## src/verilog/cpu_pkg.sv

```systemverilog
package cpu_pkg;

    typedef logic [3:0]  nibble_t;
    typedef logic [11:0] opcode_t;
    typedef logic [12:0] pc_t;
    typedef logic [11:0] addr_t;
    typedef logic [7:0]  sp_t;

    // Opcode field patterns
    localparam logic [5:0] OPC_LD_IMM = 6'b1110_00;  // E0r i, opcode[11:6]
    localparam logic [3:0] OPC_LD_X   = 4'hB;        // B ee
    localparam logic [3:0] OPC_LD_Y   = 4'h8;        // 8 ee
    localparam logic [3:0] OPC_JP     = 4'h0;        // 0 ss
    localparam logic [7:0] OPC_PUSH   = 8'hFC;       // FC n
    localparam logic [7:0] OPC_POP    = 8'hFD;       // FD n

    typedef enum logic [2:0] {
        STEP_FETCH,
        STEP_DECODE,
        STEP_ADDR,
        STEP_READ,
        STEP_WRITE
    } step_e;

    typedef enum logic [2:0] {
        OP_NOP,
        OP_LD_IMM,
        OP_LD_X,
        OP_LD_Y,
        OP_PUSH,
        OP_POP,
        OP_JP
    } op_kind_e;

    // Encoded as the low nibble of PUSH and POP
    typedef enum logic [3:0] {
        LOC_A,
        LOC_B,
        LOC_MX,
        LOC_MY,
        LOC_XP,
        LOC_XH,
        LOC_XL,
        LOC_YP,
        LOC_YH,
        LOC_YL,
        LOC_F
    } loc_e;

    typedef struct packed {
        logic i;
        logic d;
        logic z;
        logic c;
    } flags_t;

    typedef struct packed {
        op_kind_e   op_kind;
        loc_e       loc;
        logic [7:0] imm;
        logic       needs_read;   // Source or POP comes from RAM
    } ctrl_t;

    typedef struct packed {
        addr_t x;
        addr_t y;
        sp_t   sp;
    } ptr_t;

    typedef struct packed {
        logic       reg_we;
        loc_e       loc;
        nibble_t    data;
        logic       byte_we;      // H and L pair
        logic       byte_sel;     // 0 X, 1 Y
        logic [7:0] byte_data;
        logic       sp_inc;
        logic       sp_dec;
    } wb_t;

endpackage

```

## src/verilog/cpu_sequencer.sv

```systemverilog
module cpu_sequencer #(
    parameter cpu_pkg::pc_t reset_pc   = '0,
    parameter logic [3:0]   stack_page = 4'h0
) (
    input  logic             clk,
    input  logic             arst_n,
    input  cpu_pkg::ctrl_t   ctrl,
    input  cpu_pkg::ptr_t    ptrs,
    input  cpu_pkg::nibble_t src_data,
    output cpu_pkg::opcode_t opcode,
    output cpu_pkg::loc_e    loc,
    output cpu_pkg::wb_t     wb,
    output cpu_pkg::pc_t     rom_addr,
    input  cpu_pkg::opcode_t rom_data,
    output cpu_pkg::addr_t   ram_addr,
    output cpu_pkg::nibble_t ram_wdata,
    input  cpu_pkg::nibble_t ram_rdata,
    output logic             ram_we
);

    cpu_pkg::step_e   step;
    cpu_pkg::pc_t     pc;
    cpu_pkg::ctrl_t   ctrl_q;
    cpu_pkg::nibble_t rdata_q;
    cpu_pkg::pc_t     next_pc;
    cpu_pkg::sp_t     push_sp;
    cpu_pkg::addr_t   ptr_addr;
    cpu_pkg::addr_t   rd_addr;
    cpu_pkg::addr_t   wr_addr;
    cpu_pkg::nibble_t wr_data;
    logic             is_mem_loc;
    logic             in_write;

    always_ff @(posedge clk or negedge arst_n) begin
        if (!arst_n) begin
            step   <= cpu_pkg::STEP_FETCH;
            pc     <= reset_pc;
            ctrl_q <= '0;
        end else begin
            case (step)
                cpu_pkg::STEP_FETCH:  step <= cpu_pkg::STEP_DECODE;
                cpu_pkg::STEP_DECODE: begin
                    step   <= cpu_pkg::STEP_ADDR;
                    ctrl_q <= ctrl;
                end
                cpu_pkg::STEP_ADDR:   step <= cpu_pkg::STEP_READ;
                cpu_pkg::STEP_READ:   step <= cpu_pkg::STEP_WRITE;
                cpu_pkg::STEP_WRITE: begin
                    step <= cpu_pkg::STEP_FETCH;
                    pc   <= next_pc;
                end
                default:              step <= cpu_pkg::STEP_FETCH;
            endcase
        end
    end

    always_ff @(posedge clk) begin
        if (step == cpu_pkg::STEP_FETCH) begin
            opcode <= rom_data;
        end
        if (step == cpu_pkg::STEP_READ) begin
            rdata_q <= ram_rdata;  // Sync RAM answers one cycle after ADDR
        end
    end

    assign next_pc = (ctrl_q.op_kind == cpu_pkg::OP_JP) ? {pc[12:8], ctrl_q.imm}
                                                        : pc + cpu_pkg::pc_t'(1);

    assign in_write   = step == cpu_pkg::STEP_WRITE;
    assign is_mem_loc = (ctrl_q.loc == cpu_pkg::LOC_MX) || (ctrl_q.loc == cpu_pkg::LOC_MY);
    assign push_sp    = ptrs.sp - cpu_pkg::sp_t'(1);
    assign ptr_addr   = (ctrl_q.loc == cpu_pkg::LOC_MY) ? ptrs.y : ptrs.x;

    assign rd_addr = (ctrl_q.op_kind == cpu_pkg::OP_POP) ? {stack_page, ptrs.sp} : ptr_addr;
    assign wr_addr = (ctrl_q.op_kind == cpu_pkg::OP_PUSH) ? {stack_page, push_sp} : ptr_addr;

    assign wr_data = (ctrl_q.op_kind == cpu_pkg::OP_LD_IMM) ? ctrl_q.imm[3:0] :
                     ctrl_q.needs_read                      ? rdata_q         :
                                                              src_data;

    assign rom_addr  = pc;
    assign ram_addr  = in_write ? wr_addr : rd_addr;
    assign ram_wdata = wr_data;
    assign ram_we    = in_write &&
                       ((ctrl_q.op_kind == cpu_pkg::OP_PUSH) ||
                        (is_mem_loc && (ctrl_q.op_kind == cpu_pkg::OP_LD_IMM ||
                                        ctrl_q.op_kind == cpu_pkg::OP_POP)));

    assign loc = ctrl_q.loc;

    assign wb.reg_we    = in_write && !is_mem_loc &&
                          (ctrl_q.op_kind == cpu_pkg::OP_LD_IMM ||
                           ctrl_q.op_kind == cpu_pkg::OP_POP);
    assign wb.loc       = ctrl_q.loc;
    assign wb.data      = wr_data;
    assign wb.byte_we   = in_write && (ctrl_q.op_kind == cpu_pkg::OP_LD_X ||
                                       ctrl_q.op_kind == cpu_pkg::OP_LD_Y);
    assign wb.byte_sel  = ctrl_q.op_kind == cpu_pkg::OP_LD_Y;
    assign wb.byte_data = ctrl_q.imm;
    assign wb.sp_inc    = in_write && (ctrl_q.op_kind == cpu_pkg::OP_POP);
    assign wb.sp_dec    = in_write && (ctrl_q.op_kind == cpu_pkg::OP_PUSH);

    a_we_in_write: assert property (
        @(posedge clk) disable iff (!arst_n) ram_we |-> step == cpu_pkg::STEP_WRITE
    ) else $error("RAM write outside the write step");

    a_wrap: assert property (
        @(posedge clk) disable iff (!arst_n)
        step == cpu_pkg::STEP_WRITE |=> step == cpu_pkg::STEP_FETCH
    ) else $error("write step not followed by fetch");

    // Every other step advances by exactly one
    a_no_skip: assert property (
        @(posedge clk) disable iff (!arst_n)
        step != cpu_pkg::STEP_WRITE |=> int'(step) == int'($past(step)) + 1
    ) else $error("step sequence skipped a state");

endmodule

```

## config.mk

```make
export PLATFORM = sky130hd
export DESIGN_NAME = cpu_sequencer
export DESIGN_NICKNAME = d
export VERILOG_FILES = /design/src/verilog/cpu_pkg.sv /design/src/verilog/cpu_sequencer.sv
export SDC_FILE = /design/constraint.sdc
export NUM_CORES = 1
export LEC_CHECK = 0
export BUFFER_PORTS_ARGS = -buffer_cell sky130_fd_sc_hd__buf_4
export CORE_MARGIN = 2
export CORE_UTILIZATION = 40
export DETAILED_ROUTE_END_ITERATION = 10
export GPL_ROUTABILITY_DRIVEN = 1
export PLACE_DENSITY = 0.72
export SETUP_SLACK_MARGIN = 0.05
export SYNTH_ARGS = -nofsm -noshare
export SYNTH_HDL_FRONTEND = slang
export SYNTH_SLANG_ARGS = --single-unit
```

## constraint.sdc

```tcl
create_clock -name clk -period 5.6 [get_ports clk]
set_clock_uncertainty 0.05 [all_clocks]
set_input_delay 0.56 -clock clk [delete_from_list [all_inputs] [get_ports clk]]
set_output_delay 0.56 -clock clk [all_outputs]
set_load 0.01 [all_outputs]
```

* Word-level counts from Yosys, hierarchy flattened
Index checks and enable logic that the tools add are counted.
Widths: inputs -> output; s select.
** Word-level totals
- Output and inout bits :: 67
- Flip-flop bits (word level) :: 48
- Word-level logic and storage cells :: 46
- Input bits :: 70
** Cells by class
- Multiplexer cells :: 8
- Equality and inequality tests :: 12
- Bitwise logic cells :: 1
- Add/subtract/negate cells :: 2
- Reduce and logical (&&, ||, !) cells :: 14
** Operators by type and width (number)
- $mux 12 :: 4
- $add 13x1->13 const B :: 1
- $eq 3x2->1 const B :: 4
- $eq 3x3->1 const B :: 4
- $pmux 3 s4 :: 1
- $eq 4x2->1 const B :: 2
- $mux 4 :: 2
- $mux 8 :: 1
- $sub 8x1->8 const B :: 1
- $logic_and 1x1->1 :: 7
- $eq 3x1->1 const B :: 2
- $logic_or 1x1->1 :: 4
- $logic_not 3->1 :: 1
- $reduce_and 2->1 :: 1
- $logic_not 1->1 :: 1
- $not 1->1 :: 1

* Longest topological paths before layout
Gate-level depths: netlist of run 1.
- Depth in word-level cells :: 5
- Mapped depth :: 7
- Gate-level depth less buffers :: 6

* Worst setup path after synthesis of run 1
No wires, ideal clock.
- Kind :: reg-to-output
- Start :: register ctrl_q[14] in the netlist's numbering
- End :: output port ram_addr[4]
- Path buffers :: 1
- Setup slack :: 2.904 ns
- Cell stages (with the launch flop) :: 7
- Arrival time :: 2.086 ns
- Path through :: dfrtp_1 > or3b_2 > or2_2 > buf_2 > inv_1 > nand2_1 > o311ai_0
** On the way
- Word-level cells in the longest chain between the ends :: 3
** RTL lines
- from (decl) :: RTL line cpu_sequencer.sv:23 : cpu_pkg::ctrl_t ctrl_q;
- from (signal assigned) :: RTL line cpu_sequencer.sv:44 : ctrl_q <= ctrl;
- $eq 3x3->1, on equally long branches :: RTL line cpu_sequencer.sv:74, cpu_sequencer.sv:75
- $mux 12, on equally long branches :: RTL line cpu_sequencer.sv:74, cpu_sequencer.sv:75
- $mux 12 * :: RTL line cpu_sequencer.sv:82 : assign ram_addr = in_write ? wr_addr : rd_addr;
- to (decl) :: RTL line cpu_sequencer.sv:15 : output cpu_pkg::addr_t ram_addr,
Every way passes the cells marked *; elsewhere a longest branch is shown, timed or not.

* Final worst setup path of run 1
Ends and elaborated chain as after synthesis.

==> impl_metrics.json, run 1 <==
{
  "reg2regPathDepth": 4,
  "final_common_cell": "buf_4",
  "stdcell_area_um2": 3670,
  "yosys_warnings": 0,
  "syn_nets": 320,
  "root_buffer": "clkbuf_8",
  "setup_tns_ns": 0,
  "floorplan.die.width_um": 85.2,
  "post-cts-setup-buffers": 0,
  "layout-drive-gt1-share": 0.456,
  "grt_overflow": 0,
  "syn_area_um2": 2640,
  "synth_cell_types": 47,
  "register_area_um2": 1280,
  "power_leakage_uw": 0.00170,
  "max_stage_delay_ns": 0.70,
  "io_buffers": 136,
  "first_iter_violations": 197,
  "wl_per_cell_um": 15.7,
  "final_cell_mix": "buf_4 (139), dfrtp_1 (32), o21ai_0 (17)",
  "hp-class": "primary input to async pin",
  "crit_top_cell": "o311ai_0",
  "dp_hpwl_um": 5420,
  "ys.flop_type": "dfrtp_1",
  "cap_violations": 0,
  "ir_worst_vdd_mv": 0.226,
  "cts-resized-gates": 0,
  "drv_slew": 0,
  "crit_family": "multiplexers",
  "crit_path_max_fanout": 11,
  "antenna_found_initial": 0,
  "top_layer": "met4",
  "clkTransAtPathRegs_ns": 0.08,
  "synth_top_family_by_area": "simple AND/OR/NAND/NOR gates",
  "hold_buffers": 0,
  "detail-route-antenna-nets": 0,
  "cts_buffers": 5,
  "cp-start-kind": "register",
  "syn_area_per_cell_um2": 10.6,
  "worst_slew_pin_slew_ns": 0.971,
  "crit-reg2reg-capture": "rom_addr[11]",
  "io_pins": 137,
  "synth-edff-count": 16,
  "fin_nets": 435,
  "rsz0062_at_grt": "no",
  "path_cells": "or3b_2, mux2i_1, o311ai_0, o311ai_0, buf_4",
  "cts-htree-levels": 2,
  "cp-end-kind": "output port",
  "power.density_nw_per_um2": 231,
  "fin_crit_sh": 0.579,
  "drt-total-wl_um": 6920,
  "synthAdderAreaFrac": 0.00948,
  "drt-met1-wl_um": 2760,
  "grt_pass1_wl_um": 11200,
  "grt_max_degree": 33,
  "critPathRequiredTime_ns": 4.99,
  "clockBufferDepth": 2,
  "worst-path-buf-inv": 1,
  "synthSimpleGateAreaFrac": 0.157,
  "avgViaCountPerCell": 5.22,
  "grt_pass1_vias": 2310,
  "yosysSeqAreaShare": 0.486,
  "status": "finished, final reports clean",
  "track_usage": 0.191,
  "area_growth_syn_to_layout_pct": 39.2,
  "num_rows": 29,
  "met3_length_um": 317,
  "cpMaxStageDelayCell": "mux2i_1",
  "post-route-drc-count": 0,
  "clock_sinks": 48,
  "core_area_um2": 6350,
  "ff2ff_setup_slack_ns": 3.39,
  "multiInputGateArea_um2": 1140,
  "fin_crit_ns": 3.24,
  "vias": 2301,
  "netlist_instances": 248,
  "synth-seq-cells": 48,
  "rr_startpoint": "step[0]",
  "setup_viol": 0,
  "met2WireLength_um": 3670,
  "crit_type": "register to output port",
  "diodes": 0,
  "initial_core_util": 0.416,
  "placed_area_um2": 3590,
  "n_fill_cell": 563,
  "arrival_ns": 2.63,
  "gp_congestion": 0.845,
  "dr.pass1.iters": 4,
  "synth-compound-area-share": 0.110,
  "yosys.area_share.xor_xnor": 0.0199,
  "synthMuxAreaShare": 0.129,
  "dieArea_um2": 7260,
  "hold_viol_final": 0,
  "clkLatencyLatePin_ns": 0.29,
  "async_flop_share": 0.667,
  "cts_tree": "yes",
  "max_freq_mhz": 309,
  "maxSlewHeadroom": 0.352,
  "die_h_um": 85.2
}
cells in the mapped netlist, drive strengths merged, types with 4 or more instances:
| cell type | count | area share |
|---|---|---|
| nor2 | 15 | 0.021 |
| nand2 | 14 | 0.020 |
| buf | 24 | 0.066 |
| o21ai | 17 | 0.032 |
| dfrtp | 32 | 0.30 |
| mux2i | 16 | 0.061 |
| a21oi | 10 | 0.019 |
| o211ai | 4 | 0.011 |
| nor3 | 12 | 0.023 |
| inv | 9 | 0.013 |
| mux2 | 16 | 0.068 |
| nand3 | 6 | 0.011 |
| clkbuf | 7 | 0.010 |
| edfxtp | 16 | 0.18 |
per-stage QoR:
step / hold slack [ns] / power, uW / setup slack, ns / util / instances
after floorplan: 0.214 / 536 / 2.90 / - / 248
after global placement: 0.413 / 649 / 2.77 / 0.566 / 433
after detailed placement: 0.409 / 656 / 2.67 / 0.566 / 433
after CTS: 0.157 / 854 / 2.35 / 0.578 / 441
after global routing: 0.160 / 895 / 2.09 / 0.578 / 441
final: 0.147 / 848 / 2.36 / 0.578 / 441
registers in the layout (all words and copies together), names as in the netlist:
name,flops
rom_addr,13
opcode,12
wb,8
ctrl_q,4
loc,4
rdata_q,4
step,3
layer usage:
metal / GRT usage / up-vias
li1: - / 1110
met1: 0.233 / 1087
met2: 0.340 / 90
met3: 0.0340 / 14
met4: 0.0635 / 0
met5: 0 / -
how the worst max path moves through the flow:
stage / startpoint / end / slack, ns / cells after the start
after floorplan: ctrl_q[14] / ram_addr[4] / 2.90 / 6
after global placement: ctrl_q[14] / ram_addr[4] / 2.77 / 5
after detailed placement: ctrl_q[14] / ram_addr[4] / 2.67 / 5
after CTS: ctrl_q[14] / ram_addr[4] / 2.35 / 5
after global routing: ctrl_q[14] / ram_addr[4] / 2.09 / 5
final: ctrl_q[14] / ram_addr[4] / 2.36 / 5
area by class of cell:
class	count	area share
inverters	9	0.00920
clock buffers	8	0.0218
well taps	77	0.0262
multi-input cells	160	0.310
repair buffers	139	0.284
flip-flops and latches	48	0.349
report_power, final:
group	switching [uW]	leakage [uW]	internal, uW	total, uW
registers	37.2	0.000532	389	426
logic	101	0.00113	121	222
clock network	111	0.0000395	89.0	200
total	249	0.00170	599	848
cells by family after synthesis:
family | Yosys count
buffers and inverters | 40
XOR/XNOR | 6
flip-flops | 48
AO/OA/AOI/OAI | 47
multiplexers | 32
adder cells (fa/ha/maj) | 2
AND/OR/NAND/NOR | 73
No activity file was read; power rests on OpenSTA's default activity.
==> run 2: changes to the inputs <==
--- a/config.mk
+++ b/config.mk
@@ -5,12 +5,13 @@
 export SDC_FILE = /design/constraint.sdc
 export NUM_CORES = 1
 export LEC_CHECK = 0
+export ABC_AREA = 1
 export BUFFER_PORTS_ARGS = -buffer_cell sky130_fd_sc_hd__buf_4
 export CORE_MARGIN = 2
 export CORE_UTILIZATION = 40
 export DETAILED_ROUTE_END_ITERATION = 10
 export GPL_ROUTABILITY_DRIVEN = 1
-export PLACE_DENSITY = 0.72
+export PLACE_DENSITY = 0.7
 export SETUP_SLACK_MARGIN = 0.05
 export SYNTH_ARGS = -nofsm -noshare
 export SYNTH_HDL_FRONTEND = slang
==> constraint.sdc (replaced) <==
create_clock -name clk -period 3 [get_ports clk]
set_clock_uncertainty 0.05 [all_clocks]
set_input_delay 0.3 -clock clk [delete_from_list [all_inputs] [get_ports clk]]
set_output_delay 0.3 -clock clk [all_outputs]
set_load 0.01 [all_outputs]
==> run 2 against run 1 <==
Worst hold slack lost 0.034 ns. Sequential share of layout area shrank 2.6 points. Largest power group unchanged. Combinational power up 120%. Final cell count rose by 35%. Worst setup slack lost 1.7 ns. Critical path type unchanged. Area after synthesis rose by 10%. First-iteration DRC count is 6.6% lower. Synthesized cell count up 53%. Power is 100% higher. Die area grew 9.8%. Count of clock-buffer cells in the layout decreased by 3. Clock power rose by 100%.
==> impl_metrics.json, run 2 <==
{
  "track_usage": 0.195,
  "arrival_ns": 2.02,
  "yosysMostFrequentCell": "nand2_1",
  "setup_tns_ns": 0,
  "yosys_warnings": 0,
  "yosys.area.top_type_share": 0.275,
  "final_common_cell": "buf_4",
  "syn_nets": 452,
  "reg2regPathDepth": 3,
  "cp-start-kind": "register",
  "status": "finished, final reports clean",
  "post-route-drc-count": 0,
  "crit_family": "simple AND/OR/NAND/NOR gates",
  "hp-class": "primary input to register",
  "max_freq_mhz": 422,
  "dp_hpwl_um": 6160,
  "place_inst": 588,
  "num_rows": 31,
  "critPathRequiredTime_ns": 2.65,
  "crit-reg2reg-capture": "opcode[8]",
  "yosysSeqAreaShare": 0.440,
  "fin_nets": 569,
  "maxSlewHeadroom": 0.383,
  "synth.largest_area_cell": "dfrtp_1",
  "endpoint": "ram_addr[9]",
  "synth-edff-count": 16,
  "crit_path_start": "step[1]",
  "cts_buffers": 5,
  "avgViaCountPerCell": 4.75,
  "worst-path-buf-inv": 2,
  "fin_crit_sh": 0.789,
  "cp-end-kind": "output port",
  "grt_max_degree": 33,
  "fin_crit_ns": 2.37,
  "ir_worst_vdd_mv": 0.229,
  "first_iter_violations": 184,
  "final_cell_mix": "buf_4 (136), nand2_1 (91), nor2_1 (47), inv_1 (40), nand3_1 (37)",
  "io_buffers": 136,
  "crit_cells": 6,
  "cap_violations": 0,
  "worst_slew_pin_slew_ns": 0.922,
  "detail-route-antenna-nets": 0,
  "finalNonFillerCells": 597,
  "grt_pass1_wl_um": 12200,
  "floorplan.die.width_um": 89.3,
  "crit_path_max_fanout": 17,
  "io_pins": 137,
  "power_leakage_uw": 0.00203,
  "cpMaxStageDelayCell": "dfrtp_1",
  "vias": 2837,
  "dieArea_um2": 7980,
  "ff2ff_setup_slack_ns": 1.21,
  "syn_area_um2": 2910,
  "rr_startpoint": "step[0]",
  "path_cells": "inv_1, nand3_2, nand2_1, o21ai_0, nor3_1, buf_4",
  "ys_top_cells_by_area": "dfrtp_1 (28%), edfxtp_1 (17%), nand2_1 (12%)",
  "crit_type": "register to output port",
  "wl_per_cell_um": 13.0,
  "hold_viol_final": 0,
  "clock_sinks": 48,
  "drt-total-wl_um": 7730,
  "dr.pass1.iters": 4,
  "diodes": 0,
  "largest_register_ffs": 13,
  "cts_tree": "yes",
  "synth-seq-cells": 48,
  "root_buffer": "clkbuf_8",
  "clkLatencyLatePin_ns": 0.31,
  "max_stage_delay_ns": 0.38,
  "synth_cell_types": 29,
  "clockBufferDepth": 2,
  "grt_overflow": 0,
  "setup_viol": 0,
  "initial_core_util": 0.408,
  "antenna_found_initial": 0,
  "synth_common_cells": "nand2_1 (91), nor2_1 (47), inv_1 (40)",
  "layout-drive-gt1-share": 0.333,
  "area_growth_syn_to_layout_pct": 36.3,
  "grt_pass1_vias": 2652,
  "clkTransAtPathRegs_ns": 0.09,
  "drv_slew": 0,
  "core_area_um2": 7140,
  "die_h_um": 89.3,
  "netlist_instances": 380,
  "min_from": "rom_data[0]",
  "ys.flop_type": "dfrtp_1",
  "syn_area_per_cell_um2": 7.66,
  "cts-htree-levels": 2,
  "async_flop_share": 0.667,
  "post-cts-setup-buffers": 0,
  "gp_congestion": 0.971,
  "power.density_nw_per_um2": 432,
  "rsz0062_at_grt": "no"
}
-- run 2: changes by cell type after synthesis, sizes merged, moves of 4 or more --
cell / previous run / this run
a21oi: 10 / 26
clkbuf: 7 / 0
mux2: 16 / 6
nand2: 14 / 93
or2: 1 / 7
nand4: 1 / 5
nor2: 15 / 52
inv: 9 / 41
mux2i: 16 / 1
nand3: 6 / 39
-- run 2: area by class of cell --
class | instances | area, um2
timing repair buffer | 137 | 1030
fill | 676 | 3170
clock inverter | 3 | 26.3
clock buffer | 5 | 68.8
inverter | 41 | 154
multi-input combinational | 264 | 1280
tap | 99 | 124
sequential | 48 | 1280
-- run 2: cells by family (layout without fill, tap and decap cells) --
kind of cell    after synthesis  in the layout  share of synthesized area
mux                           7              7                     0.0266
compound gates               45             45                     0.0808
xor+xnor                      3              3                    0.00903
flops                        48             48                      0.440
simple gates                207            207                      0.316
buf+inv                      68            186                      0.119
fa+ha+maj                     2              2                    0.00859
-- run 2: layer usage --
layer | vias up | part of all wire | GRT usage
met5 | - | 0 | 0
met4 | 0 | 0.019 | 0.0597
met3 | 12 | 0.087 | 0.0360
met2 | 119 | 0.46 | 0.323
met1 | 1254 | 0.43 | 0.261
li1 | 1452 | - | -
-- run 2: power breakdown --
group / switching, uW / internal [uW]
Sequential: 80.1 / 733
Clock: 235 / 172
Combinational: 248 / 248
Total: 562 / 1150
-- run 2: worst min-delay path by stage --
stage	endpoint	depth (start not counted)	slack (ns)
after floorplan	ctrl_q[0]	0	-0.05
after global placement	wb[6]	1	0.22
after detailed placement	rom_addr[4]	1	0.22
after CTS	opcode[7]	1	0.10
after global routing	opcode[3]	1	0.1
final	opcode[0]	1	0.11
-- run 2: per-stage QoR --
step                       util  cell area, um2  hold WS (ns)  setup slack [ns]  power (uW)
after CTS                 0.556            3970         0.104             0.624        1730
after detailed placement  0.541            3860         0.225             0.988        1320
final                     0.556            3970         0.113             0.633        1720
after global routing      0.556            3970        0.0953             0.459        1820
after global placement    0.541            3860         0.216              1.07        1310
after floorplan               -            2910       -0.0456              1.41        1080
-- run 2: what timing repair did --
action,in CTS,in global routing
hold buffers,1,0
resized for setup,0,0
hold endpoints to repair,32,0
