`src/verilog/cpu_pkg.sv`:
```
package cpu_pkg;

    typedef logic [3:0]  nibble_t;
    typedef logic [11:0] opcode_t;
    typedef logic [12:0] pc_t;
    typedef logic [11:0] addr_t;
    typedef logic [7:0]  sp_t;

    // Opcode field patterns
    localparam logic [5:0] OPC_LD_IMM = 6'b1110_00;  // E0r i, opcode[11:6]
    localparam logic [3:0] OPC_LD_X   = 4'hB;        // B ee
    localparam logic [3:0] OPC_LD_Y   = 4'h8;        // 8 ee
    localparam logic [3:0] OPC_JP     = 4'h0;        // 0 ss
    localparam logic [7:0] OPC_PUSH   = 8'hFC;       // FC n
    localparam logic [7:0] OPC_POP    = 8'hFD;       // FD n

    typedef enum logic [2:0] {
        STEP_FETCH,
        STEP_DECODE,
        STEP_ADDR,
        STEP_READ,
        STEP_WRITE
    } step_e;

    typedef enum logic [2:0] {
        OP_NOP,
        OP_LD_IMM,
        OP_LD_X,
        OP_LD_Y,
        OP_PUSH,
        OP_POP,
        OP_JP
    } op_kind_e;

    // Encoded as the low nibble of PUSH and POP
    typedef enum logic [3:0] {
        LOC_A,
        LOC_B,
        LOC_MX,
        LOC_MY,
        LOC_XP,
        LOC_XH,
        LOC_XL,
        LOC_YP,
        LOC_YH,
        LOC_YL,
        LOC_F
    } loc_e;

    typedef struct packed {
        logic i;
        logic d;
        logic z;
        logic c;
    } flags_t;

    typedef struct packed {
        op_kind_e   op_kind;
        loc_e       loc;
        logic [7:0] imm;
        logic       needs_read;   // Source or POP comes from RAM
    } ctrl_t;

    typedef struct packed {
        addr_t x;
        addr_t y;
        sp_t   sp;
    } ptr_t;

    typedef struct packed {
        logic       reg_we;
        loc_e       loc;
        nibble_t    data;
        logic       byte_we;      // H and L pair
        logic       byte_sel;     // 0 X, 1 Y
        logic [7:0] byte_data;
        logic       sp_inc;
        logic       sp_dec;
    } wb_t;

endpackage

```
`src/verilog/cpu_regs.sv`:
```
module cpu_regs (
    input  logic             clk,
    input  logic             arst_n,
    input  cpu_pkg::wb_t     wb,
    input  cpu_pkg::loc_e    loc,
    output cpu_pkg::ptr_t    ptrs,
    output cpu_pkg::nibble_t src_data
);

    cpu_pkg::nibble_t a;
    cpu_pkg::nibble_t b;
    cpu_pkg::addr_t   x;
    cpu_pkg::addr_t   y;
    cpu_pkg::sp_t     sp;
    cpu_pkg::flags_t  f;

    always_ff @(posedge clk or negedge arst_n) begin
        if (!arst_n) begin
            a <= '0;
            b <= '0;
            f <= '0;
        end else if (wb.reg_we) begin
            case (wb.loc)
                cpu_pkg::LOC_A: a <= wb.data;
                cpu_pkg::LOC_B: b <= wb.data;
                cpu_pkg::LOC_F: f <= cpu_pkg::flags_t'(wb.data);  // I D Z C
                default: ;
            endcase
        end
    end

    always_ff @(posedge clk or negedge arst_n) begin
        if (!arst_n) begin
            x <= '0;
            y <= '0;
        end else begin
            if (wb.byte_we) begin
                if (wb.byte_sel) begin
                    y[7:0] <= wb.byte_data;
                end else begin
                    x[7:0] <= wb.byte_data;
                end
            end
            if (wb.reg_we) begin
                case (wb.loc)
                    cpu_pkg::LOC_XP: x[11:8] <= wb.data;
                    cpu_pkg::LOC_XH: x[7:4]  <= wb.data;
                    cpu_pkg::LOC_XL: x[3:0]  <= wb.data;
                    cpu_pkg::LOC_YP: y[11:8] <= wb.data;
                    cpu_pkg::LOC_YH: y[7:4]  <= wb.data;
                    cpu_pkg::LOC_YL: y[3:0]  <= wb.data;
                    default: ;
                endcase
            end
        end
    end

    // SP moves regardless of the nibble write
    always_ff @(posedge clk or negedge arst_n) begin
        if (!arst_n) begin
            sp <= '0;
        end else if (wb.sp_inc) begin
            sp <= sp + cpu_pkg::sp_t'(1);
        end else if (wb.sp_dec) begin
            sp <= sp - cpu_pkg::sp_t'(1);
        end
    end

    assign ptrs.x  = x;
    assign ptrs.y  = y;
    assign ptrs.sp = sp;

    always_comb begin
        case (loc)
            cpu_pkg::LOC_A:  src_data = a;
            cpu_pkg::LOC_B:  src_data = b;
            cpu_pkg::LOC_XP: src_data = x[11:8];
            cpu_pkg::LOC_XH: src_data = x[7:4];
            cpu_pkg::LOC_XL: src_data = x[3:0];
            cpu_pkg::LOC_YP: src_data = y[11:8];
            cpu_pkg::LOC_YH: src_data = y[7:4];
            cpu_pkg::LOC_YL: src_data = y[3:0];
            cpu_pkg::LOC_F:  src_data = cpu_pkg::nibble_t'(f);
            default:         src_data = '0;  // M(X), M(Y) come from RAM
        endcase
    end

    // Sequencer must never ask for both directions at once
    a_sp_one_way: assert property (
        @(posedge clk) disable iff (!arst_n) !(wb.sp_inc && wb.sp_dec)
    ) else $error("sp_inc and sp_dec both set");

endmodule

```
`config.mk`:
```
export PLATFORM = sky130hd
export DESIGN_NAME = cpu_regs
export DESIGN_NICKNAME = d
export VERILOG_FILES = /design/src/verilog/cpu_pkg.sv /design/src/verilog/cpu_regs.sv
export SDC_FILE = /design/constraint.sdc
export NUM_CORES = 1
export LEC_CHECK = 0
export BUFFER_PORTS_ARGS = -buffer_cell sky130_fd_sc_hd__buf_4
export CAP_MARGIN = 5
export CORE_ASPECT_RATIO = 1.25
export CORE_MARGIN = 3
export CORE_UTILIZATION = 50
export DETAILED_ROUTE_END_ITERATION = 8
export PLACE_DENSITY_LB_ADDON = 0.12
export SLEW_MARGIN = 20
export SYNTH_ARGS = -nofsm -noshare
export SYNTH_HDL_FRONTEND = slang
export SYNTH_SLANG_ARGS = --single-unit
```
`constraint.sdc`:
```
create_clock -name clk -period 3.4 [get_ports clk]
set_clock_uncertainty 0.1 [all_clocks]
set_input_delay 0.85 -clock clk [delete_from_list [all_inputs] [get_ports clk]]
set_output_delay 0.85 -clock clk [all_outputs]
set_load 0.05 [all_outputs]
```
### Word-level counts from Yosys, hierarchy flattened

Cells that the tools add are included.
Widths: inputs -> output; s select.

* add/subtract/negate cells: 2
* reductions and logical operators: 8
* equality and inequality tests: 16
* muxes and demuxes: 13

Operator list (number)
* $mux 8: 8
* $pmux 4 s9: 1
* $eq 4x3->1 const B: 8
* $eq 4x4->1 const B: 6
* $mux 4: 4
* $reduce_and 2->1: 5
* $add 8x1->8 const B: 1
* $eq 4x1->1 const B: 2
* $logic_not 4->1: 2
* $sub 8x1->8 const B: 1
* $reduce_bool 2->1: 1

* word-level logic and storage cells: 50
* bits of input ports: 27
* register bits after elaboration: 44

### Logic depth before layout (Yosys ltp)

Gate-level depths: netlist of the first run.

* depth in word-level cells: 4
* mapped depth: 6
* mapped depth without buffers: 6

### Worst setup path before layout of the first run

Ideal clock, no wire load.

* path type: input-to-output
* start: input loc[3]
* end: output src_data[2]
* cell stages on the path: 4
* slack: 240 ps
* arrival: 2210 ps
* required time: 2450 ps
* buffers on the path: 1
* cell sequence: buf_4 > nor2b_1 > a32oi_1 > o211ai_1

* longest elaborated chain between the ends: 2

RTL lines
* start, declared: RTL line cpu_regs.sv:5 `input cpu_pkg::loc_e loc,`
* $eq 4x4->1 (tied with other cells): RTL line cpu_regs.sv:74 `case (loc)`
* $pmux 4 s9 *: RTL line cpu_regs.sv:74
* end, declared: RTL line cpu_regs.sv:7 `output cpu_pkg::nibble_t src_data`

Every way passes the cells marked *; elsewhere a longest branch is shown, timed or not.

### Worst setup path after layout of the first run

* start: input loc[0]
* end: output src_data[1]

Same word-level chain as after synthesis.

==> impl_results.md, run 1 <==
* Status: completed
* Hpwl dp at ~4500 microns
* Hold path startpoint: a[3]
* Flops & latches, synth at 44
* Post-synthesis cell type count at between 50 and 60
* Grt ovf at 0
* Worst Setup Start Kind: input port
* Die width at 70.3 microns
* Synth top cells by count: dfrtp_1, nand2_1, mux2_1
* Fmax at 324 MHz
* Number of flops mapped to enable cells by yosys at 0
* Worst EP required at 2450 ps
* CTS tree: built
* Initial antenna violation count at 0
* Synth Flop Type: dfrtp_1
* Sequential fraction of the synthesis area at 0.426
* Worst-Skew Late Latency at approximately 290 ps
* Slew Viols, Final at 0
* Buffers on Ports at slightly above 60
* Final setup vio count at 0
* I/O pin count at 63
* Mapped Nets at around 280
* Share of the synthesized area in the top cell type at 0.426
* Crit path arrival time at roughly 2100 ps
* Setup_tns at 0 ps
* Vias/cell at 5.80
* Vias at 2,076
* Hold_ws at 398 ps
* PwrDens at about 730 nW/um^2
* TritonRoute pass-1 iters at 4
* Layout net count at 332
* Crit path max fanout at 15
* Post-Route WL at 6010 microns
* Post-synth top area cell: dfrtp_1
* DRC marker count from the first detailed-route iteration at 129
* DR WL/cell at 16.8 microns
* GPL Wtd Cong at between 0.8 and 0.9
* Slew margin rel. at 0.516
* Layout area overhead at 21.9%
* CTS root buf: clkbuf_8
* Post-Place Worst Slack at 319 ps
* Full die area at 6070 sq um
* Layout cell share with drive strength beyond 1 at 0.272
* Site Rows at 28
* Routed Antenna Nets at 0
* Fill count at 405
* Kind of end point of the critical path: output pin
* Post-CTS Resized at 0
* Tmin final at 3090 ps
* MaxCap Viol Count at 0
* Cells after synthesis at ~240
* Largest net degree at the start of global routing at 45
* Clk buf depth at 2
* H-tree levels at 2
* Sink Count at 44
* Final Hold Fails at 0
* Die Height at 86.4 microns
* Worst min-delay path class: flip-flop to flip-flop
* Most common cell in the synthesized netlist: dfrtp_1
* Gr usage total at 0.208
* Core Area at 4870 sq um
* Worst vdd ir at 0.481 mV
* Initial core utilization at 0.531
* Ranking of synthesized cells by area: dfrtp_1, mux2_1, mux2i_1
* Drc violations at 0
* Worst Path Class, Setup: input port to output pin
* RSZ-0062 raised after global routing: no
* Worst flop-to-flop path startpoint: sp[0]
* Clock buffer count from CTS at 5
* First-pass GRT wire length at 9850 microns
* Post-layout util at 0.647
* Final period util at 0.908
* Worst-Margin Slew at 724 ps
* Crit path from: loc[0]
* FFs w/ async S/R, synth at 1.00
* Antenna cell count at 0
* Pleak at 1.49 nW
* Cts hold-fix bufs at 0
* Setup ws final at roughly 310 ps
* Number of global-route vias before repair at 2,042
* Synth Area per Inst at 10.6 sq um
* Post-CTS Setup Bufs at 0
* Post-Syn Area at 2580 sq um
* Synthesis warning total at 0
* Clock slew seen by the registers of the worst setup and hold paths at 70 ps
-- kinds of logic after synthesis --
kind of cell / after synthesis / synth area share
AOI/OAI and AO/OA: 54 / 0.143
xor gates and xnor gates: 3 / 0.0102
adders and majority gates: 7 / 0.0368
buffers and inverters: 17 / 0.0320
DFF: 44 / 0.426
muxes: 46 / 0.209
and+or+nand+nor: 72 / 0.143
-- placed cells by master (no fill, tap or decap), types with 3 or more instances in the layout --
cell	netlist	routed
ha_1	6	6
xnor2_1	3	3
nor3_1	3	3
nand3b_1	6	6
dfrtp_1	44	44
a21o_1	3	3
a31oi_1	3	3
o21ai_0	4	4
mux2_1	21	21
clkbuf_8	0	7
nand2_1	24	24
nor3b_1	3	3
nor2b_1	6	6
mux4_2	4	4
buf_4	2	62
o21ai_1	16	16
inv_1	3	3
and3_1	4	4
nand2b_1	4	4
nor2_1	13	13
mux2i_1	19	19
a21oi_1	9	9
-- worst max-delay path, stage by stage --
cell and delay (ps):
buf_4 190, mux4_2 510, nor2b_1 140, a31oi_1 140, o21ai_1 100, buf_4 200
-- per-layer routing --
layer	up-vias	global-route usage	routed length (microns)
met5	-	0	0
met4	0	0.0993	197
met3	15	0.0464	365
met2	57	0.364	3060
met1	1006	0.240	2390
li1	998	-	-
-- power breakdown --
part,switching [mW],internal [mW]
registers,0.120,0.662
clock network,0.164,0.181
logic,0.731,0.450
-- area by class of cell --
class | instances | area, sq um | share of cell area
well taps | 60 | 75.1 | 0.0238
flip-flops and latches | 44 | 1100 | 0.350
repair buffers | 62 | 465 | 0.148
clock buffers | 7 | 96.3 | 0.0306
inverters | 3 | 11.3 | 0.00358
multi-input cells | 182 | 1400 | 0.445
-- per-stage QoR --
step	cell area, sq um	instances	total power [mW]
after floorplan	2580	243	1.64
after global placement	3050	351	1.96
after detailed placement	3050	351	1.98
after CTS	3150	358	2.33
after global routing	3150	358	2.44
final	3150	358	2.31
-- state kept, by name (all words and copies together), names as in the netlist --
name  flops
x        12
y        12
sp        8
a         4
b         4
f         4
-- path summary, 6_finish.rpt --
kind / to / slack, ps / depth (start not counted)
max: src_data[1] / 310 / 6
min: a[3] / 400 / 1
max reg2reg: sp[6] / 1340 / 5
min reg2reg: a[3] / 400 / 1
max in group asynchronous: x[3] / 2380 / 1
min in group asynchronous: y[0] / 440 / 1
(Power assumes the default switching activity.)
==> run 2, diff against run 1 <==
--- a/config.mk
+++ b/config.mk
@@ -5,7 +5,8 @@
 export SDC_FILE = /design/constraint.sdc
 export NUM_CORES = 1
 export LEC_CHECK = 0
-export BUFFER_PORTS_ARGS = -buffer_cell sky130_fd_sc_hd__buf_4
+export ABC_AREA = 1
+export BUFFER_PORTS_ARGS = -buffer_cell sky130_fd_sc_hd__buf_2
 export CAP_MARGIN = 5
 export CORE_ASPECT_RATIO = 1.25
 export CORE_MARGIN = 3
==> run 2 against run 1 <==
Compared with the run above: synthesized cell count up 40%; critical path type unchanged; critical path depth up 1; combinational power down 19%; utilization down 0.75 points; register-to-register slack better by 510 ps; clock power down 2%; die area down 4.6%; flip-flop and latch count unchanged; critical endpoint is now src_data[0]; non-clock buffer count up 1.
==> impl_results.md, run 2 <==
* Hold path startpoint: a[1]
* Critical path depth at 7
* RSZ-0062 raised after global routing: no
* Crit path from: loc[0]
* Sequential fraction of the synthesis area at 0.449
* CP top delay family: simple AND/OR/NAND/NOR gates
* Largest family of logic cells by synthesized area: simple AND/OR/NAND/NOR gates
* Most common cell in the synthesized netlist: nand2_1
* Register area at ~1100 sq um
* XOR/XNOR share of the synthesized area at 0.0143
* Initial core utilization at 0.538
* Post-CTS Setup Bufs at 0
* Flops & latches, synth at 44
* Final Hold Fails at 0
* Buf+Inv Stages, Crit Path at 3
* Layout net count at 441
* Gr usage total at 0.239
* Initial antenna violation count at 0
* Post-Place Worst Slack at 415 ps
* Hold_ws at 393 ps
* Proportion of synthesized area in mux cells at 0
* Clock slew seen by the registers of the worst setup and hold paths at 80 ps
* CTS root buf: clkbuf_8
* Synth Area in Adders at 0.0387
* Synth top cells by count: nand2_1, o21ai_0, dfrtp_1
* Largest regs: x: 12 flops, y: 12 flops, sp: 8 flops
* Synth Flop Type: dfrtp_1
* Cts hold-fix bufs at 0
* R2R depth at 9
* Fill count at 452
* Compound-cell area share of the yosys netlist at 0.122
* Die Height at 84.3 microns
* TritonRoute pass-1 iters at 5
* Final setup vio count at 0
* Synth Area per Inst at 7.20 sq um
* Grt ovf at 0
* Post-synthesis cell type count at 20
* Tmin final at 3010 ps
* Worst flop-to-flop path startpoint: sp[6]
* Layout area overhead at 18.8%
* Largest net degree at the start of global routing at 45
* Sink Count at 44
* Worst vdd ir at 0.560 mV
* CP max stage cell: nor2_2
* DRC marker count from the first detailed-route iteration at 194
* Post-layout util at 0.639
* Fmax at 332 MHz
* Number of global-route vias before repair at between 2,000 and 2,500
* Ranking of synthesized cells by area: dfrtp_1, nand2_1, o21ai_0
* GPL Wtd Cong at 0.879
* Placed Cells at about 460
* Status: completed
* Post-Layout Inst Area at 2920 sq um
* MaxCap Viol Count at 0
* PwrDens at 705 nW/um^2
* Site Rows at 27
* Post-synth top area cell: dfrtp_1
* Slew margin rel. at 0.626
* Setup_tns at 0 ps
* Most frequent CP cell: buf_2
* Final period util at 0.886
* Overall power at ~2.1 mW
* Crit path arrival time at 2060 ps
* Critical path endpoint: src_data[0]
* Worst min-delay path class: flip-flop to flip-flop
* Kind of end point of the critical path: output pin
* CP max stage delay at 350 ps
* Die width at 68.7 microns
* Post-Route WL at 6420 microns
* Drc violations at 0
* Slew Viols, Final at 0
* Worst R2R Setup Slack at roughly 1900 ps
* Core Area at 4560 sq um
* Antenna cell count at 0
* CTS tree: built
* Worst-Skew Late Latency at 290 ps
* Clock buffer count from CTS at 5
* Synthesis warning total at 0
* Full die area at 5790 sq um
* FFs w/ async S/R, synth at 1.00
* H-tree levels at 2
* Area of the multi-input gates at roughly 1200 sq um
* Share of the synthesized area in the top cell type at 0.449
* Worst-Margin Slew at roughly 560 ps
* Most common cell after layout, fill and taps aside: nand2_1
* Most frequent cells in the layout: nand2_1, buf_2, o21ai_0, dfrtp_1
* Cells after synthesis at about 340
* Buffers on Ports at 62
* Pleak at 1.61 nW
* First-pass GRT wire length at 10,500 microns
* Final Non-Filler Cells at ~470
* DR WL/cell at roughly 14 microns
* Worst Setup Start Kind: input port
* Setup ws final at 389 ps
* Number of flops mapped to enable cells by yosys at 0
* Post-Syn Area at 2450 sq um
* Hpwl dp at 4930 microns
* CP cell instances: buf_2, inv_1, nor2_2, nand3_1, and3_1, nand3b_1, buf_2
* I/O pin count at 63
* Routed Antenna Nets at 0
* Layout cell share with drive strength beyond 1 at 0.174
* Worst r2r dst: sp[7]
* Worst Path Class, Setup: input port to output pin
* Vias/cell at roughly 5.3
* Simple-gate share of the synthesized area at 0.317
* Worst EP required at 2450 ps
* Placed inst area at 2820 sq um
* Post-CTS Resized at 0
* Clk buf depth at 2
* Vias at 2,476
* Mapped Nets at about 380
* Crit path max fanout at 12
==> run 2: kinds of logic (layout without fill, tap and decap cells) <==
family                   after synthesis  after routing
flip-flops                            44             44
AND/OR/NAND/NOR                      189            189
adder cells (fa/ha/maj)                7              7
XOR/XNOR                               4              4
buffers and inverters                 37            104
AO/OA/AOI/OAI                         60             60
==> run 2: metal layers <==
layer | GRT usage | share of wire | vias to the layer above
li1 | - | - | 1231
met1 | 0.293 | 0.41 | 1152
met2 | 0.411 | 0.51 | 79
met3 | 0.0469 | 0.059 | 14
met4 | 0.0705 | 0.019 | 0
met5 | 0 | 0 | -
==> run 2: cell type report <==
| class | instances | share of cell area |
|---|---|---|
| multi-input combinational | 260 | 0.414 |
| sequential | 44 | 0.378 |
| timing repair buffer | 63 | 0.110 |
| inverter | 33 | 0.0425 |
| clock buffer | 8 | 0.0309 |
| tap | 58 | 0.0249 |
==> run 2: worst min-delay path, stage by stage, from the launching register on <==
cell	delay (ps)
dfrtp_1	350
nand2_1	50
o21ai_0	60
==> run 2: worst min-delay path by stage <==
| stage | to | slack [ps] | depth (start not counted) |
|---|---|---|---|
| final | a[1] | 390 | 2 |
| after global routing | a[0] | 420 | 2 |
| after CTS | a[1] | 390 | 2 |
| after global placement | f[2] | 370 | 2 |
| after floorplan | a[0] | 350 | 2 |
| after detailed placement | a[1] | 380 | 2 |
==> run 2: where the power goes <==
part	internal (mW)	leakage [nW]	switching [mW]
combinational	0.271	1.02	0.685
clock	0.166	0.0455	0.171
sequential	0.650	0.547	0.111
==> run 3, diff against run 2 <==
--- a/config.mk
+++ b/config.mk
@@ -6,7 +6,7 @@
 export NUM_CORES = 1
 export LEC_CHECK = 0
 export ABC_AREA = 1
-export BUFFER_PORTS_ARGS = -buffer_cell sky130_fd_sc_hd__buf_2
+export BUFFER_PORTS_ARGS = -buffer_cell sky130_fd_sc_hd__buf_4
 export CAP_MARGIN = 5
 export CORE_ASPECT_RATIO = 1.25
 export CORE_MARGIN = 3
==> constraint.sdc (replaced) <==
create_clock -name clk -period 3.2 [get_ports clk]
set_clock_uncertainty 0.1 [all_clocks]
set_input_delay 0.8 -clock clk [delete_from_list [all_inputs] [get_ports clk]]
set_output_delay 0.8 -clock clk [all_outputs]
set_load 0.05 [all_outputs]
==> run 3 against run 2 <==
Compared with the run above: sequential share of layout area decreased by 1.9 points; sequential power increased by 7.2%; critical endpoint unchanged; combinational power increased by 14%; global-route usage decreased by 0.23 points; clock-buffer cell count unchanged; first-iteration DRC count increased by 20%; via count decreased by 3.1%; utilization increased by 3.3 points; non-clock buffer count unchanged; clock power increased by 5%.
==> impl_results.md, run 3 (synthesized netlist as in run 2, its figures left out) <==
* Pleak at 1.65 nW
* Final period util at 0.874
* Clock slew seen by the registers of the worst setup and hold paths at ~80 ps
* PwrDens at 736 nW/um^2
* Routed Antenna Nets at 0
* Hold_ws at roughly 390 ps
* Core Area at 4560 sq um
* Crit path max fanout at 12
* Largest net degree at the start of global routing at 45
* Area of the multi-input gates at 1210 sq um
* Most frequent cells in the layout: nand2_1, buf_4, o21ai_0, dfrtp_1
* Largest regs: x: 12 flops, y: 12 flops, sp: 8 flops
* Worst flop-to-flop path startpoint: sp[6]
* Buffers on Ports at between 60 and 70
* Final setup vio count at 0
* CTS root buf: clkbuf_8
* Vias at 2,399
* H-tree levels at 2
* Initial core utilization at 0.538
* I/O pin count at 63
* First-pass GRT wire length at 10,500 microns
* Sink Count at 44
* Worst EP required at 2300 ps
* Final Hold Fails at 0
* Most common cell after layout, fill and taps aside: nand2_1
* Post-CTS Resized at 0
* Slew margin rel. at 0.623
* Register area at around 1100 sq um
* Final Non-Filler Cells at 466
* Worst-Margin Slew at 565 ps
* GPL Wtd Cong at 0.832
* DR WL/cell at 13.7 microns
* Die Height at 84.3 microns
* Worst Setup Start Kind: input port
* Hpwl dp at 4980 microns
* Worst Path Class, Setup: input port to output pin
* Cts hold-fix bufs at 0
* Post-Route WL at 6370 microns
* Slew Viols, Final at 0
* Gr usage total at 0.236
* Setup_tns at 0 ps
* Full die area at 5790 sq um
* Worst-Skew Late Latency at 290 ps
* Tmin final at between 2000 and 3000 ps
* Antenna cell count at 0
* Worst min-delay path class: input port to async pin
* Fill count at 431
* Clk buf depth at 2
* Layout area overhead at 25.0%
* Die width at 68.7 microns
* Drc violations at 0
* Layout net count at 441
* Grt ovf at 0
* CTS tree: built
* Post-layout util at 0.673
* Placed Cells at 458
* Crit path from: loc[0]
* Number of global-route vias before repair at 2,247
* Kind of end point of the critical path: output pin
* Fmax at 357 MHz
* Status: completed
* Crit path arrival time at 1900 ps
* TritonRoute pass-1 iters at 4
* Vias/cell at around 5
* Clock buffer count from CTS at 5
* Post-CTS Setup Bufs at 0
* MaxCap Viol Count at 0
* Site Rows at 27
* DRC marker count from the first detailed-route iteration at 233
* Initial antenna violation count at 0
* RSZ-0062 raised after global routing: no
* Layout cell share with drive strength beyond 1 at 0.174
* Worst vdd ir at 0.611 mV
-- run 3: layout make-up --
type / instances / share of cell area
sequential: 44 / 0.359
timing repair buffer: 63 / 0.154
inverter: 33 / 0.0404
multi-input combinational: 260 / 0.394
clock buffer: 8 / 0.0294
tap: 58 / 0.0237
-- run 3: metrics by stage --
step / total power [mW] / worst slack, ps / cell area [sq um]
after floorplan: 1.58 / 541 / 2450
after global placement: 1.90 / 430 / 2980
after detailed placement: 1.92 / 407 / 2980
after CTS: 2.27 / 406 / 3070
after global routing: 2.42 / 250 / 3070
final: 2.26 / 402 / 3070
-- run 3: per-layer routing --
| metal | routed length (microns) | track usage | up-vias | share of wire |
|---|---|---|---|---|
| met5 | 0 | 0 | - | 0 |
| met4 | 117 | 0.0705 | 0 | 0.018 |
| met3 | 445 | 0.0482 | 11 | 0.070 |
| met2 | 3220 | 0.398 | 87 | 0.50 |
| met1 | 2590 | 0.297 | 1071 | 0.41 |
| li1 | - | - | 1230 | - |
-- run 3: path summary, 6_finish.rpt --
| kind | slack, ps | cells past startpoint | end |
|---|---|---|---|
| max | 400 | 7 | src_data[0] |
| max in group asynchronous | 2220 | 1 | x[5] |
| max reg2reg | 1630 | 9 | sp[7] |
| min reg2reg | 400 | 2 | f[2] |
| min | 390 | 1 | x[9] |
| min in group clk | 400 | 2 | f[2] |
-- run 3: where the power goes --
group	internal [mW]	switching, mW
Combinational	0.360	0.728
Clock	0.176	0.177
Sequential	0.690	0.125
Total	1.23	1.03
-- run 3: critical path, cell delays in order --
cell,delay (ps)
buf_4,110
inv_1,60
nor2_2,350
nand3_1,110
and3_1,200
nand3b_1,80
buf_4,200
